`src/hw/mips_defines.svh`:
```
`ifndef MIPS_DEFINES_SVH
`define MIPS_DEFINES_SVH

// Datapath widths
`define MIPS_XLEN        32             // Data word width
`define MIPS_REG_AW      5              // Register address width
`define MIPS_NUM_REGS    32             // Architectural register count
`define MIPS_SHAMT_W     5              // Shift amount field width

// Special encodings
`define MIPS_HALT_INSTR  32'hffff_ffff  // HALT, all ones

`endif

```
`src/hw/mips_isa_pkg.sv`:
```
`default_nettype none

package mips_isa_pkg;

  // Primary opcode, bits 31:26
  typedef enum logic [5:0] {
    OPC_SPECIAL = 6'h00,  // R-type, funct selects
    OPC_ADDIU   = 6'h09,
    OPC_SLTI    = 6'h0a,  // Signed compare with immediate
    OPC_ANDI    = 6'h0c,  // Zero-extended immediate
    OPC_ORI     = 6'h0d,  // Zero-extended immediate
    OPC_XORI    = 6'h0e,  // Zero-extended immediate
    OPC_LUI     = 6'h0f   // Immediate into upper half
  } opcode_e;

  // R-type function code, bits 5:0
  typedef enum logic [5:0] {
    FN_SLL  = 6'h00,
    FN_SRL  = 6'h02,
    FN_SRA  = 6'h03,
    FN_ADDU = 6'h21,
    FN_SUBU = 6'h23,
    FN_AND  = 6'h24,
    FN_OR   = 6'h25,
    FN_XOR  = 6'h26,
    FN_NOR  = 6'h27,
    FN_SLT  = 6'h2a
  } funct_e;

  // Internal ALU operation
  typedef enum logic [3:0] {
    ALU_ADD, ALU_SUB, ALU_AND, ALU_OR,
    ALU_XOR, ALU_NOR, ALU_SLT, ALU_SLL,
    ALU_SRL, ALU_SRA, ALU_LUI
  } alu_op_e;

endpackage

`default_nettype wire

```
`src/hw/mips_pipe_pkg.sv`:
```
`default_nettype none
`include "mips_defines.svh"

package mips_pipe_pkg;

  // Decode and read to execute
  typedef struct packed {
    mips_isa_pkg::alu_op_e         op;     // Operation to perform
    logic [`MIPS_XLEN-1:0]         opa;    // Forwarded rs value
    logic [`MIPS_XLEN-1:0]         opb;    // Forwarded rt or immediate
    logic [`MIPS_SHAMT_W-1:0]      shamt;  // Shift amount field
    logic [`MIPS_REG_AW-1:0]       dest;   // Destination register
    logic                          wr_en;  // Writes the register file
  } ex_req_t;

  // Execute to write-back
  typedef struct packed {
    logic [`MIPS_XLEN-1:0]         data;   // ALU result
    logic [`MIPS_REG_AW-1:0]       dest;   // Destination register
    logic                          wr_en;  // Writes the register file
  } wb_req_t;

endpackage

`default_nettype wire

```
`src/hw/mips_core.sv`:
```
`timescale 1ns/10ps
`default_nettype none
`include "mips_defines.svh"

module mips_core (
  input  wire                      i_clk,
  input  wire                      i_arst_n,
  input  wire [`MIPS_XLEN-1:0]     i_instr,
  input  wire                      i_instr_valid,
  output logic                     o_result_valid,
  output logic [`MIPS_REG_AW-1:0]  o_result_reg,
  output logic [`MIPS_XLEN-1:0]    o_result_data,
  output logic                     o_halt
);

  import mips_isa_pkg::*;
  import mips_pipe_pkg::*;

  logic                     accept;                  // Instruction taken this edge
  logic [`MIPS_REG_AW-1:0]  dec_rs, dec_rt, dec_dest;
  alu_op_e                  dec_alu_op;
  logic                     dec_use_imm, dec_reg_write, dec_is_halt;
  logic [`MIPS_XLEN-1:0]    dec_imm;
  logic [`MIPS_SHAMT_W-1:0] dec_shamt;
  logic [`MIPS_XLEN-1:0]    rs_data, rt_data;
  ex_req_t                  id_req, ex_req;
  wb_req_t                  ex_wb, wb_req;
  logic                     ex_valid, wb_valid;
  logic                     ex_wr, wb_wr;            // Writes qualified by valid

  assign accept = i_instr_valid && !o_halt;
  assign ex_wr  = ex_valid && ex_req.wr_en;
  assign wb_wr  = wb_valid && wb_req.wr_en;

  // Sticky until reset
  always_ff @(posedge i_clk or negedge i_arst_n) begin
    if (!i_arst_n) begin
      o_halt <= 1'b0;
    end else if (accept && dec_is_halt) begin
      o_halt <= 1'b1;
    end
  end

  mips_regfile u_regfile (
    .i_clk     (i_clk),
    .i_arst_n  (i_arst_n),
    .i_rs_addr (dec_rs),
    .i_rt_addr (dec_rt),
    .i_wr_en   (wb_wr),
    .i_wr_addr (wb_req.dest),
    .i_wr_data (wb_req.data),
    .o_rs_data (rs_data),
    .o_rt_data (rt_data)
  );

  mips_decoder u_decoder (
    .i_instr     (i_instr),
    .o_rs        (dec_rs),
    .o_rt        (dec_rt),
    .o_alu_op    (dec_alu_op),
    .o_use_imm   (dec_use_imm),
    .o_imm       (dec_imm),
    .o_shamt     (dec_shamt),
    .o_dest      (dec_dest),
    .o_reg_write (dec_reg_write),
    .o_is_halt   (dec_is_halt)
  );

  mips_operand_select u_opsel (
    .i_rs           (dec_rs),
    .i_rt           (dec_rt),
    .i_alu_op       (dec_alu_op),
    .i_use_imm      (dec_use_imm),
    .i_imm          (dec_imm),
    .i_shamt        (dec_shamt),
    .i_dest         (dec_dest),
    .i_reg_write    (dec_reg_write),
    .i_rs_data      (rs_data),
    .i_rt_data      (rt_data),
    .i_ex_dest      (ex_req.dest),           // Forward from execute
    .i_ex_reg_write (ex_wr),
    .i_ex_data      (ex_wb.data),
    .i_wb_dest      (wb_req.dest),           // Forward from write-back
    .i_wb_reg_write (wb_wr),
    .i_wb_data      (wb_req.data),
    .o_ex_req       (id_req)
  );

  // HALT enters as a bubble
  mips_pipe_reg #(.T(ex_req_t)) u_ex_reg (
    .i_clk    (i_clk),
    .i_arst_n (i_arst_n),
    .i_valid  (accept && !dec_is_halt),
    .i_data   (id_req),
    .o_valid  (ex_valid),
    .o_data   (ex_req)
  );

  mips_execute u_execute (
    .i_ex_req (ex_req),
    .o_wb_req (ex_wb)
  );

  mips_pipe_reg #(.T(wb_req_t)) u_wb_reg (
    .i_clk    (i_clk),
    .i_arst_n (i_arst_n),
    .i_valid  (ex_valid),
    .i_data   (ex_wb),
    .o_valid  (wb_valid),
    .o_data   (wb_req)
  );

  // Result seen in the write-back cycle, r0 writes included
  assign o_result_valid = wb_wr;
  assign o_result_reg   = wb_req.dest;
  assign o_result_data  = wb_req.data;

endmodule

`default_nettype wire

```
`src/hw/mips_decoder.sv`:
```
`timescale 1ns/10ps
`default_nettype none
`include "mips_defines.svh"

module mips_decoder (
  input  wire [`MIPS_XLEN-1:0]     i_instr,
  output logic [`MIPS_REG_AW-1:0]  o_rs,
  output logic [`MIPS_REG_AW-1:0]  o_rt,
  output mips_isa_pkg::alu_op_e    o_alu_op,
  output logic                     o_use_imm,   // Operand B from immediate
  output logic [`MIPS_XLEN-1:0]    o_imm,
  output logic [`MIPS_SHAMT_W-1:0] o_shamt,
  output logic [`MIPS_REG_AW-1:0]  o_dest,
  output logic                     o_reg_write,
  output logic                     o_is_halt
);

  import mips_isa_pkg::*;

  logic [5:0]              opcode;
  logic [5:0]              funct;
  logic [`MIPS_REG_AW-1:0] rd;
  logic [15:0]             imm16;
  logic                    zext;    // Logic immediates are unsigned

  // Field split
  assign opcode  = i_instr[31:26];
  assign o_rs    = i_instr[25:21];
  assign o_rt    = i_instr[20:16];
  assign rd      = i_instr[15:11];
  assign o_shamt = i_instr[10:6];
  assign funct   = i_instr[5:0];
  assign imm16   = i_instr[15:0];

  assign o_is_halt = (i_instr == `MIPS_HALT_INSTR);

  // Every non-SPECIAL opcode kept here is I-type
  assign o_use_imm = (opcode != OPC_SPECIAL);
  assign o_dest    = o_use_imm ? o_rt : rd;   // rt for I-type, rd for R-type

  assign zext  = (opcode == OPC_ANDI) || (opcode == OPC_ORI) || (opcode == OPC_XORI);
  assign o_imm = (opcode == OPC_LUI) ? {imm16, 16'h0000} :
                 zext ? {{(`MIPS_XLEN-16){1'b0}}, imm16} :
                        {{(`MIPS_XLEN-16){imm16[15]}}, imm16};

  always_comb begin
    o_alu_op    = ALU_ADD;
    o_reg_write = 1'b1;                       // Cleared below for unknowns
    case (opcode)
      OPC_SPECIAL: begin
        case (funct)
          FN_ADDU: o_alu_op = ALU_ADD;
          FN_SUBU: o_alu_op = ALU_SUB;
          FN_AND:  o_alu_op = ALU_AND;
          FN_OR:   o_alu_op = ALU_OR;
          FN_XOR:  o_alu_op = ALU_XOR;
          FN_NOR:  o_alu_op = ALU_NOR;
          FN_SLT:  o_alu_op = ALU_SLT;
          FN_SLL:  o_alu_op = ALU_SLL;
          FN_SRL:  o_alu_op = ALU_SRL;
          FN_SRA:  o_alu_op = ALU_SRA;
          default: o_reg_write = 1'b0;        // Unknown funct is a no-op
        endcase
      end
      OPC_ADDIU: o_alu_op = ALU_ADD;
      OPC_SLTI:  o_alu_op = ALU_SLT;
      OPC_ANDI:  o_alu_op = ALU_AND;
      OPC_ORI:   o_alu_op = ALU_OR;
      OPC_XORI:  o_alu_op = ALU_XOR;
      OPC_LUI:   o_alu_op = ALU_LUI;
      default:   o_reg_write = 1'b0;          // HALT and unknowns write nothing
    endcase
  end

endmodule

`default_nettype wire

```
`src/hw/mips_execute.sv`:
```
`timescale 1ns/10ps
`default_nettype none
`include "mips_defines.svh"

module mips_execute (
  input  wire mips_pipe_pkg::ex_req_t i_ex_req,
  output mips_pipe_pkg::wb_req_t      o_wb_req
);

  import mips_isa_pkg::*;
  import mips_pipe_pkg::*;

  logic [`MIPS_XLEN-1:0] a, b;
  logic [`MIPS_XLEN-1:0] sum, diff;
  logic [`MIPS_XLEN-1:0] slt_res;
  logic [`MIPS_XLEN-1:0] sll_res, srl_res, sra_res;
  logic [`MIPS_XLEN-1:0] result;

  assign a = i_ex_req.opa;
  assign b = i_ex_req.opb;

  // All results in parallel
  assign sum     = a + b;
  assign diff    = a - b;
  assign slt_res = {{(`MIPS_XLEN-1){1'b0}}, ($signed(a) < $signed(b))};  // Signed compare
  assign sll_res = b << i_ex_req.shamt;            // Shifts act on rt
  assign srl_res = b >> i_ex_req.shamt;
  assign sra_res = $signed(b) >>> i_ex_req.shamt;  // Sign fill

  always_comb begin
    case (i_ex_req.op)
      ALU_ADD: result = sum;
      ALU_SUB: result = diff;
      ALU_AND: result = a & b;
      ALU_OR:  result = a | b;
      ALU_XOR: result = a ^ b;
      ALU_NOR: result = ~(a | b);
      ALU_SLT: result = slt_res;
      ALU_SLL: result = sll_res;
      ALU_SRL: result = srl_res;
      ALU_SRA: result = sra_res;
      ALU_LUI: result = b;                       // Immediate already in upper half
      default: result = '0;
    endcase
  end

  always_comb begin
    o_wb_req.data  = result;
    o_wb_req.dest  = i_ex_req.dest;
    o_wb_req.wr_en = i_ex_req.wr_en;
  end

endmodule

`default_nettype wire

```
`src/hw/mips_operand_select.sv`:
```
`timescale 1ns/10ps
`default_nettype none
`include "mips_defines.svh"

module mips_operand_select (
  input  wire [`MIPS_REG_AW-1:0]    i_rs,
  input  wire [`MIPS_REG_AW-1:0]    i_rt,
  input  wire mips_isa_pkg::alu_op_e i_alu_op,
  input  wire                       i_use_imm,
  input  wire [`MIPS_XLEN-1:0]      i_imm,
  input  wire [`MIPS_SHAMT_W-1:0]   i_shamt,
  input  wire [`MIPS_REG_AW-1:0]    i_dest,
  input  wire                       i_reg_write,
  input  wire [`MIPS_XLEN-1:0]      i_rs_data,       // Register file port A
  input  wire [`MIPS_XLEN-1:0]      i_rt_data,       // Register file port B
  input  wire [`MIPS_REG_AW-1:0]    i_ex_dest,       // Execute step
  input  wire                       i_ex_reg_write,
  input  wire [`MIPS_XLEN-1:0]      i_ex_data,
  input  wire [`MIPS_REG_AW-1:0]    i_wb_dest,       // Write-back step
  input  wire                       i_wb_reg_write,
  input  wire [`MIPS_XLEN-1:0]      i_wb_data,
  output mips_pipe_pkg::ex_req_t    o_ex_req
);

  import mips_isa_pkg::*;
  import mips_pipe_pkg::*;

  logic                  ex_hit_rs, wb_hit_rs;
  logic                  ex_hit_rt, wb_hit_rt;
  logic [`MIPS_XLEN-1:0] rs_val, rt_val;

  // Source matches, r0 never forwarded
  assign ex_hit_rs = i_ex_reg_write && (i_ex_dest == i_rs) && (i_rs != '0);
  assign wb_hit_rs = i_wb_reg_write && (i_wb_dest == i_rs) && (i_rs != '0);
  assign ex_hit_rt = i_ex_reg_write && (i_ex_dest == i_rt) && (i_rt != '0);
  assign wb_hit_rt = i_wb_reg_write && (i_wb_dest == i_rt) && (i_rt != '0);

  // Newest value wins, execute then write-back then file
  assign rs_val = ex_hit_rs ? i_ex_data :
                  wb_hit_rs ? i_wb_data : i_rs_data;
  assign rt_val = ex_hit_rt ? i_ex_data :
                  wb_hit_rt ? i_wb_data : i_rt_data;

  always_comb begin
    o_ex_req.op    = i_alu_op;
    o_ex_req.opa   = rs_val;
    o_ex_req.opb   = i_use_imm ? i_imm : rt_val;  // Immediate or rt
    o_ex_req.shamt = i_shamt;
    o_ex_req.dest  = i_dest;
    o_ex_req.wr_en = i_reg_write;
  end

endmodule

`default_nettype wire

```
`src/hw/mips_pipe_reg.sv`:
```
`timescale 1ns/10ps
`default_nettype none

module mips_pipe_reg #(
  parameter type T = logic [31:0]   // Payload carried between steps
) (
  input  wire   i_clk,
  input  wire   i_arst_n,
  input  wire   i_valid,
  input  wire T i_data,
  output logic  o_valid,
  output T      o_data
);

  // Valid flag is control state
  always_ff @(posedge i_clk or negedge i_arst_n) begin
    if (!i_arst_n) begin
      o_valid <= 1'b0;
    end else begin
      o_valid <= i_valid;
    end
  end

  // Payload holds its last valid value
  always_ff @(posedge i_clk) begin
    if (i_valid) begin
      o_data <= i_data;
    end
  end

endmodule

`default_nettype wire

```
`src/hw/mips_regfile.sv`:
```
`timescale 1ns/10ps
`default_nettype none
`include "mips_defines.svh"

module mips_regfile (
  input  wire                      i_clk,
  input  wire                      i_arst_n,
  input  wire [`MIPS_REG_AW-1:0]   i_rs_addr,   // Read port A
  input  wire [`MIPS_REG_AW-1:0]   i_rt_addr,   // Read port B
  input  wire                      i_wr_en,
  input  wire [`MIPS_REG_AW-1:0]   i_wr_addr,
  input  wire [`MIPS_XLEN-1:0]     i_wr_data,
  output logic [`MIPS_XLEN-1:0]    o_rs_data,
  output logic [`MIPS_XLEN-1:0]    o_rt_data
);

  logic [`MIPS_XLEN-1:0] regs [`MIPS_NUM_REGS];  // Register array
  logic                  wr_ok;                  // Write allowed, never r0

  assign wr_ok = i_wr_en && (i_wr_addr != '0);

  always_ff @(posedge i_clk or negedge i_arst_n) begin
    if (!i_arst_n) begin
      for (int i = 0; i < `MIPS_NUM_REGS; i++) begin
        regs[i] <= '0;                           // Whole file clears
      end
    end else if (wr_ok) begin
      regs[i_wr_addr] <= i_wr_data;              // Write on edge N+2
    end
  end

  // Asynchronous reads, r0 stays zero since never written
  assign o_rs_data = regs[i_rs_addr];
  assign o_rt_data = regs[i_rt_addr];

endmodule

`default_nettype wire

```
`config.mk`:
```
export PLATFORM = sky130hd
export DESIGN_NAME = mips_core
export DESIGN_NICKNAME = d
export VERILOG_FILES = /design/src/hw/mips_isa_pkg.sv /design/src/hw/mips_pipe_pkg.sv /design/src/hw/mips_core.sv /design/src/hw/mips_decoder.sv /design/src/hw/mips_execute.sv /design/src/hw/mips_operand_select.sv /design/src/hw/mips_pipe_reg.sv /design/src/hw/mips_regfile.sv
export VERILOG_INCLUDE_DIRS = /design/src /design/src/hw
export SDC_FILE = /design/constraint.sdc
export NUM_CORES = 2
export LEC_CHECK = 0
export ABC_AREA = 1
export BUFFER_PORTS_ARGS = -buffer_cell sky130_fd_sc_hd__buf_2
export CORE_MARGIN = 2
export CORE_UTILIZATION = 40
export CTS_BUF_LIST = sky130_fd_sc_hd__clkbuf_4 sky130_fd_sc_hd__clkbuf_8 sky130_fd_sc_hd__clkbuf_16
export CTS_CLUSTER_SIZE = 30
export DETAILED_ROUTE_END_ITERATION = 16
export SLEW_MARGIN = 20
export SYNTH_ARGS = -nofsm -noshare
export SYNTH_HDL_FRONTEND = slang
export SYNTH_SLANG_ARGS = --single-unit
```
`constraint.sdc`:
```
create_clock -name i_clk -period 2.6 [get_ports i_clk]
set_clock_uncertainty 0.05 [all_clocks]
set_input_delay 0.26 -clock i_clk [delete_from_list [all_inputs] [get_ports i_clk]]
set_output_delay 0.26 -clock i_clk [all_outputs]
set_load 0.02 [all_outputs]
```
==> impl_metrics.py <==
metrics = {
    "cts": {
        "clock-sinks": 1144,
        "cts_root_buffer": "clkbuf_16",
        "clockBufferDepth": 3,
        "clk_pin_slew_ns": 0.06,
        "insertion_delay_ns": 0.83,
        "htree_levels": 4,
        "cts_tree": "done",
        "cts-buffers-inserted": 139,
    },
    "worst_hold_path": {
        "whs_path_depth": 3,
        "hold_class": "in2reg",
    },
    "sta": {
        "tightest_slew_ns": 0.860,
        "setup_tns_ns": -0.555,
        "hold_viol": 0,
        "worst_slew_margin_rel_pct": 42.4,
        "fmax_mhz": 370,
        "min_period_ns": 2.70,
        "period_share_pct": 104,
        "finalMaxSlewViolations": 0,
        "rsz0062_at_grt": "true",
        "setup_viol": 18,
        "fin_ws_ns": -0.104,
    },
    "critical_path": {
        "critical-path-slowest-cell": "edfxtp_1",
        "cp-start-kind": "flop",
        "slowest_delay_ns": 0.42,
        "path_class": "reg2reg",
        "required_ns": 3.12,
        "end_kind": "flop",
        "cp.depth": 15,
        "r2r_slack_ns": -0.10,
        "crit_arrival_ns": 3.22,
        "path_buf_inv": 4,
        "cp_top_family": "simple AND/OR/NAND/NOR gates",
        "crit_fanout": 3,
        "cp_cell_sequence": "inv_2 > ha_2 > inv_2 > fa_2 > nand2_2 > nand2_4 > and2_4 > buf_4 > nand2_1 > o2111ai_2 > nand2_2 > nand3_4 > buf_8 > o21ai_4 > nand2_4",
        "reg2regPathDepth": 15,
    },
    "yosys": {
        "ys_top_cells_by_area": "dfrtp_1 36%, o21ai_0 14%, nand2_1 14%",
        "yosysTopAreaCell": "dfrtp_1",
        "async_flop_share_pct": 89.8,
        "syn_inst": 10300,
        "synth_seq_area_share_pct": 40.7,
        "synth_edf_count": 117,
        "yosysMostFrequentCell": "nand2_1",
        "synth_area_per_cell_sq_um": 6.97,
        "ys.flop_type": "dfrtp_1",
        "syn_area_sq_um": 71700,
        "synth_common_cells": "2593 x nand2_1, 1983 x o21ai_0, 1027 x dfrtp_1",
        "ys_warn_count": 0,
        "synth_cell_type_count": 45,
        "synth_top_area_share_pct": 35.8,
        "ys_ff_latch": 1144,
        "syn_nets": 10400,
    },
    "detailed_routing": {
        "wl_per_cell_microns": 25.9,
        "wirelength_mm": 344,
        "num_vias": 79200,
        "first_pass_iters": 8,
        "drt_iter0_markers": 10700,
        "viasPerCell": 5.97,
        "antenna_left": 0,
        "drc": 0,
    },
    "die": {
        "die-area_sq_um": 183000,
        "num_io_pins": 74,
        "chipHeight_microns": 427,
        "core_sq_um": 178000,
        "die_w_microns": 427,
        "num_rows": 155,
        "initial_core_util_pct": 40.2,
    },
    "status": {
        "status": "finished, violations left",
        "violations": "setup timing",
    },
    "finish": {
        "nNetsFinal": 10900,
        "syn_to_final_growth_pct": 26.8,
        "final_layout_size_suffix_gt1_share_pct": 20.4,
        "post-route-util_pct": 51.0,
    },
    "place": {
        "io_buffers": 73,
        "dpl.hpwl_mm": 242,
        "gp_congestion": 1.06,
    },
    "power_and_ir_drop": {
        "ir_worst_vdd_mv": 0.651,
        "leakage_nw": 41.0,
        "p_per_area_nw_per_um2": 469,
    },
    "global_routing": {
        "grt_pass1_wl_mm": 499,
        "grt_max_degree": 109,
        "grt_pass1_vias": 73300,
        "overflow": 0,
        "grt_usage_pct": 36.9,
        "antenna_found_initial": 11,
    },
    "run": {
        "cap_violations": 0,
    },
}
==> report_power, final <==
group / switching, mW / total (mW) / internal [mW]
logic: 2.91 / 4.17 / 1.26
clock network: 8.58 / 20.4 / 11.8
registers: 0 / 18.1 / 18.1
total: 11.5 / 42.6 / 31.1
==> flip-flops by register name, indices dropped and copies added (netlist names) <==
register,count
o_halt,1
u_ex_reg.o_data,79
u_ex_reg.o_valid,1
u_regfile.regs,1024
u_wb_reg.o_data,38
u_wb_reg.o_valid,1
==> cell families (layout without fill, tap and decap cells) <==
family	Yosys count	count (layout)	share of synthesized area [%]
fa+ha+maj	98	98	1.73
compound gates	3237	3237	24.2
buf+inv	1752	2375	9.97
flops	1144	1144	40.7
xor+xnor	9	9	0.110
other cells	0	6	0
simple gates	4046	4046	23.3
==> timing repair <==
item | 4_1_cts | 5_1_grt
hold buffers | 25 | 0
gates cloned | 0 | 2
hold endpoints to repair | 732 | 0
pin swaps | 42 | 164
gates resized for setup | 305 | 599
buffers inserted | 13 | 25
endpoints found under the setup margin | 81 | 89
==> layout make-up <==
class / instances / area [sq um]
sequential: 1144 / 29200
antenna: 6 / 15.0
clock inverter: 53 / 647
timing repair buffer: 1275 / 12100
inverter: 850 / 3250
fill: 17500 / 87300
multi-input combinational: 7390 / 38700
clock buffer: 197 / 4090
tap: 2355 / 2950
==> stage by stage <==
stage | std cells | worst slack, ns | power, mW | hold slack (ns) | instance area [sq um]
6_report | 13300 | -0.104 | 42.6 | 0.104 | 90900
5_1_grt | 13300 | -0.185 | 43.8 | 0.0932 | 90900
4_1_cts | 13200 | -0.0579 | 42.7 | 0.0557 | 88500
3_5_place_dp | 13000 | -0.788 | 22.4 | 0.183 | 82300
3_3_place_gp | 13000 | -0.805 | 22.3 | 0.182 | 82300
2_1_floorplan | 10300 | 0.0344 | 20.4 | -0.0856 | 71700
==> cell usage in the layout, fill, tap and decap left out, drive strengths merged, types with 2 or more instances in the layout <==
master / n
nand2: 2593
o21ai: 2076
buf: 1249
dfrtp: 1027
inv: 850
nand3: 846
a21oi: 698
nor2: 442
o211ai: 385
clkbuf: 199
edfxtp: 117
nand4: 99
ha: 96
nor3: 48
clkinv: 38
o22ai: 32
dlygate4sd3: 24
a211oi: 14
clkinvlp: 8
xor2: 8
a31oi: 8
bufinv: 7
diode: 6
and2: 6
nor4: 6
o21bai: 6
o221ai: 4
a22oi: 4
o2111ai: 4
o32ai: 3
a221oi: 2
fa: 2
and3: 2
==> path summary, 6_finish.rpt <==
kind / endpoint / start
setup / recovery: u_ex_reg.o_data[15] / u_ex_reg.o_data[43]
hold / removal: u_ex_reg.o_data[14] / i_instr[3]
setup reg to reg: u_ex_reg.o_data[15] / u_ex_reg.o_data[43]
hold reg to reg: u_regfile.regs[1014] / u_regfile.regs[1014]
max in group asynchronous: u_regfile.regs[945] / i_arst_n
min in group asynchronous: u_regfile.regs[54] / i_arst_n
==> tightest hold or removal path, cell delays in order <==
cell	delay [ns]
buf_2	0.21
nand3_1	0.18
o21ai_4	0.11
==> layer usage <==
| metal | wire, microns | part of all wire, % | GRT usage (%) | vias to the layer above |
|---|---|---|---|---|
| met5 | 75 | 0.022 | 0 | - |
| met4 | 19400 | 5.6 | 17.6 | 10 |
| met3 | 37400 | 11 | 8.05 | 890 |
| met2 | 146000 | 43 | 54.7 | 4634 |
| met1 | 141000 | 41 | 51.0 | 38200 |
| li1 | - | - | - | 35500 |
Note: power is estimated with default switching activity, not from simulation.
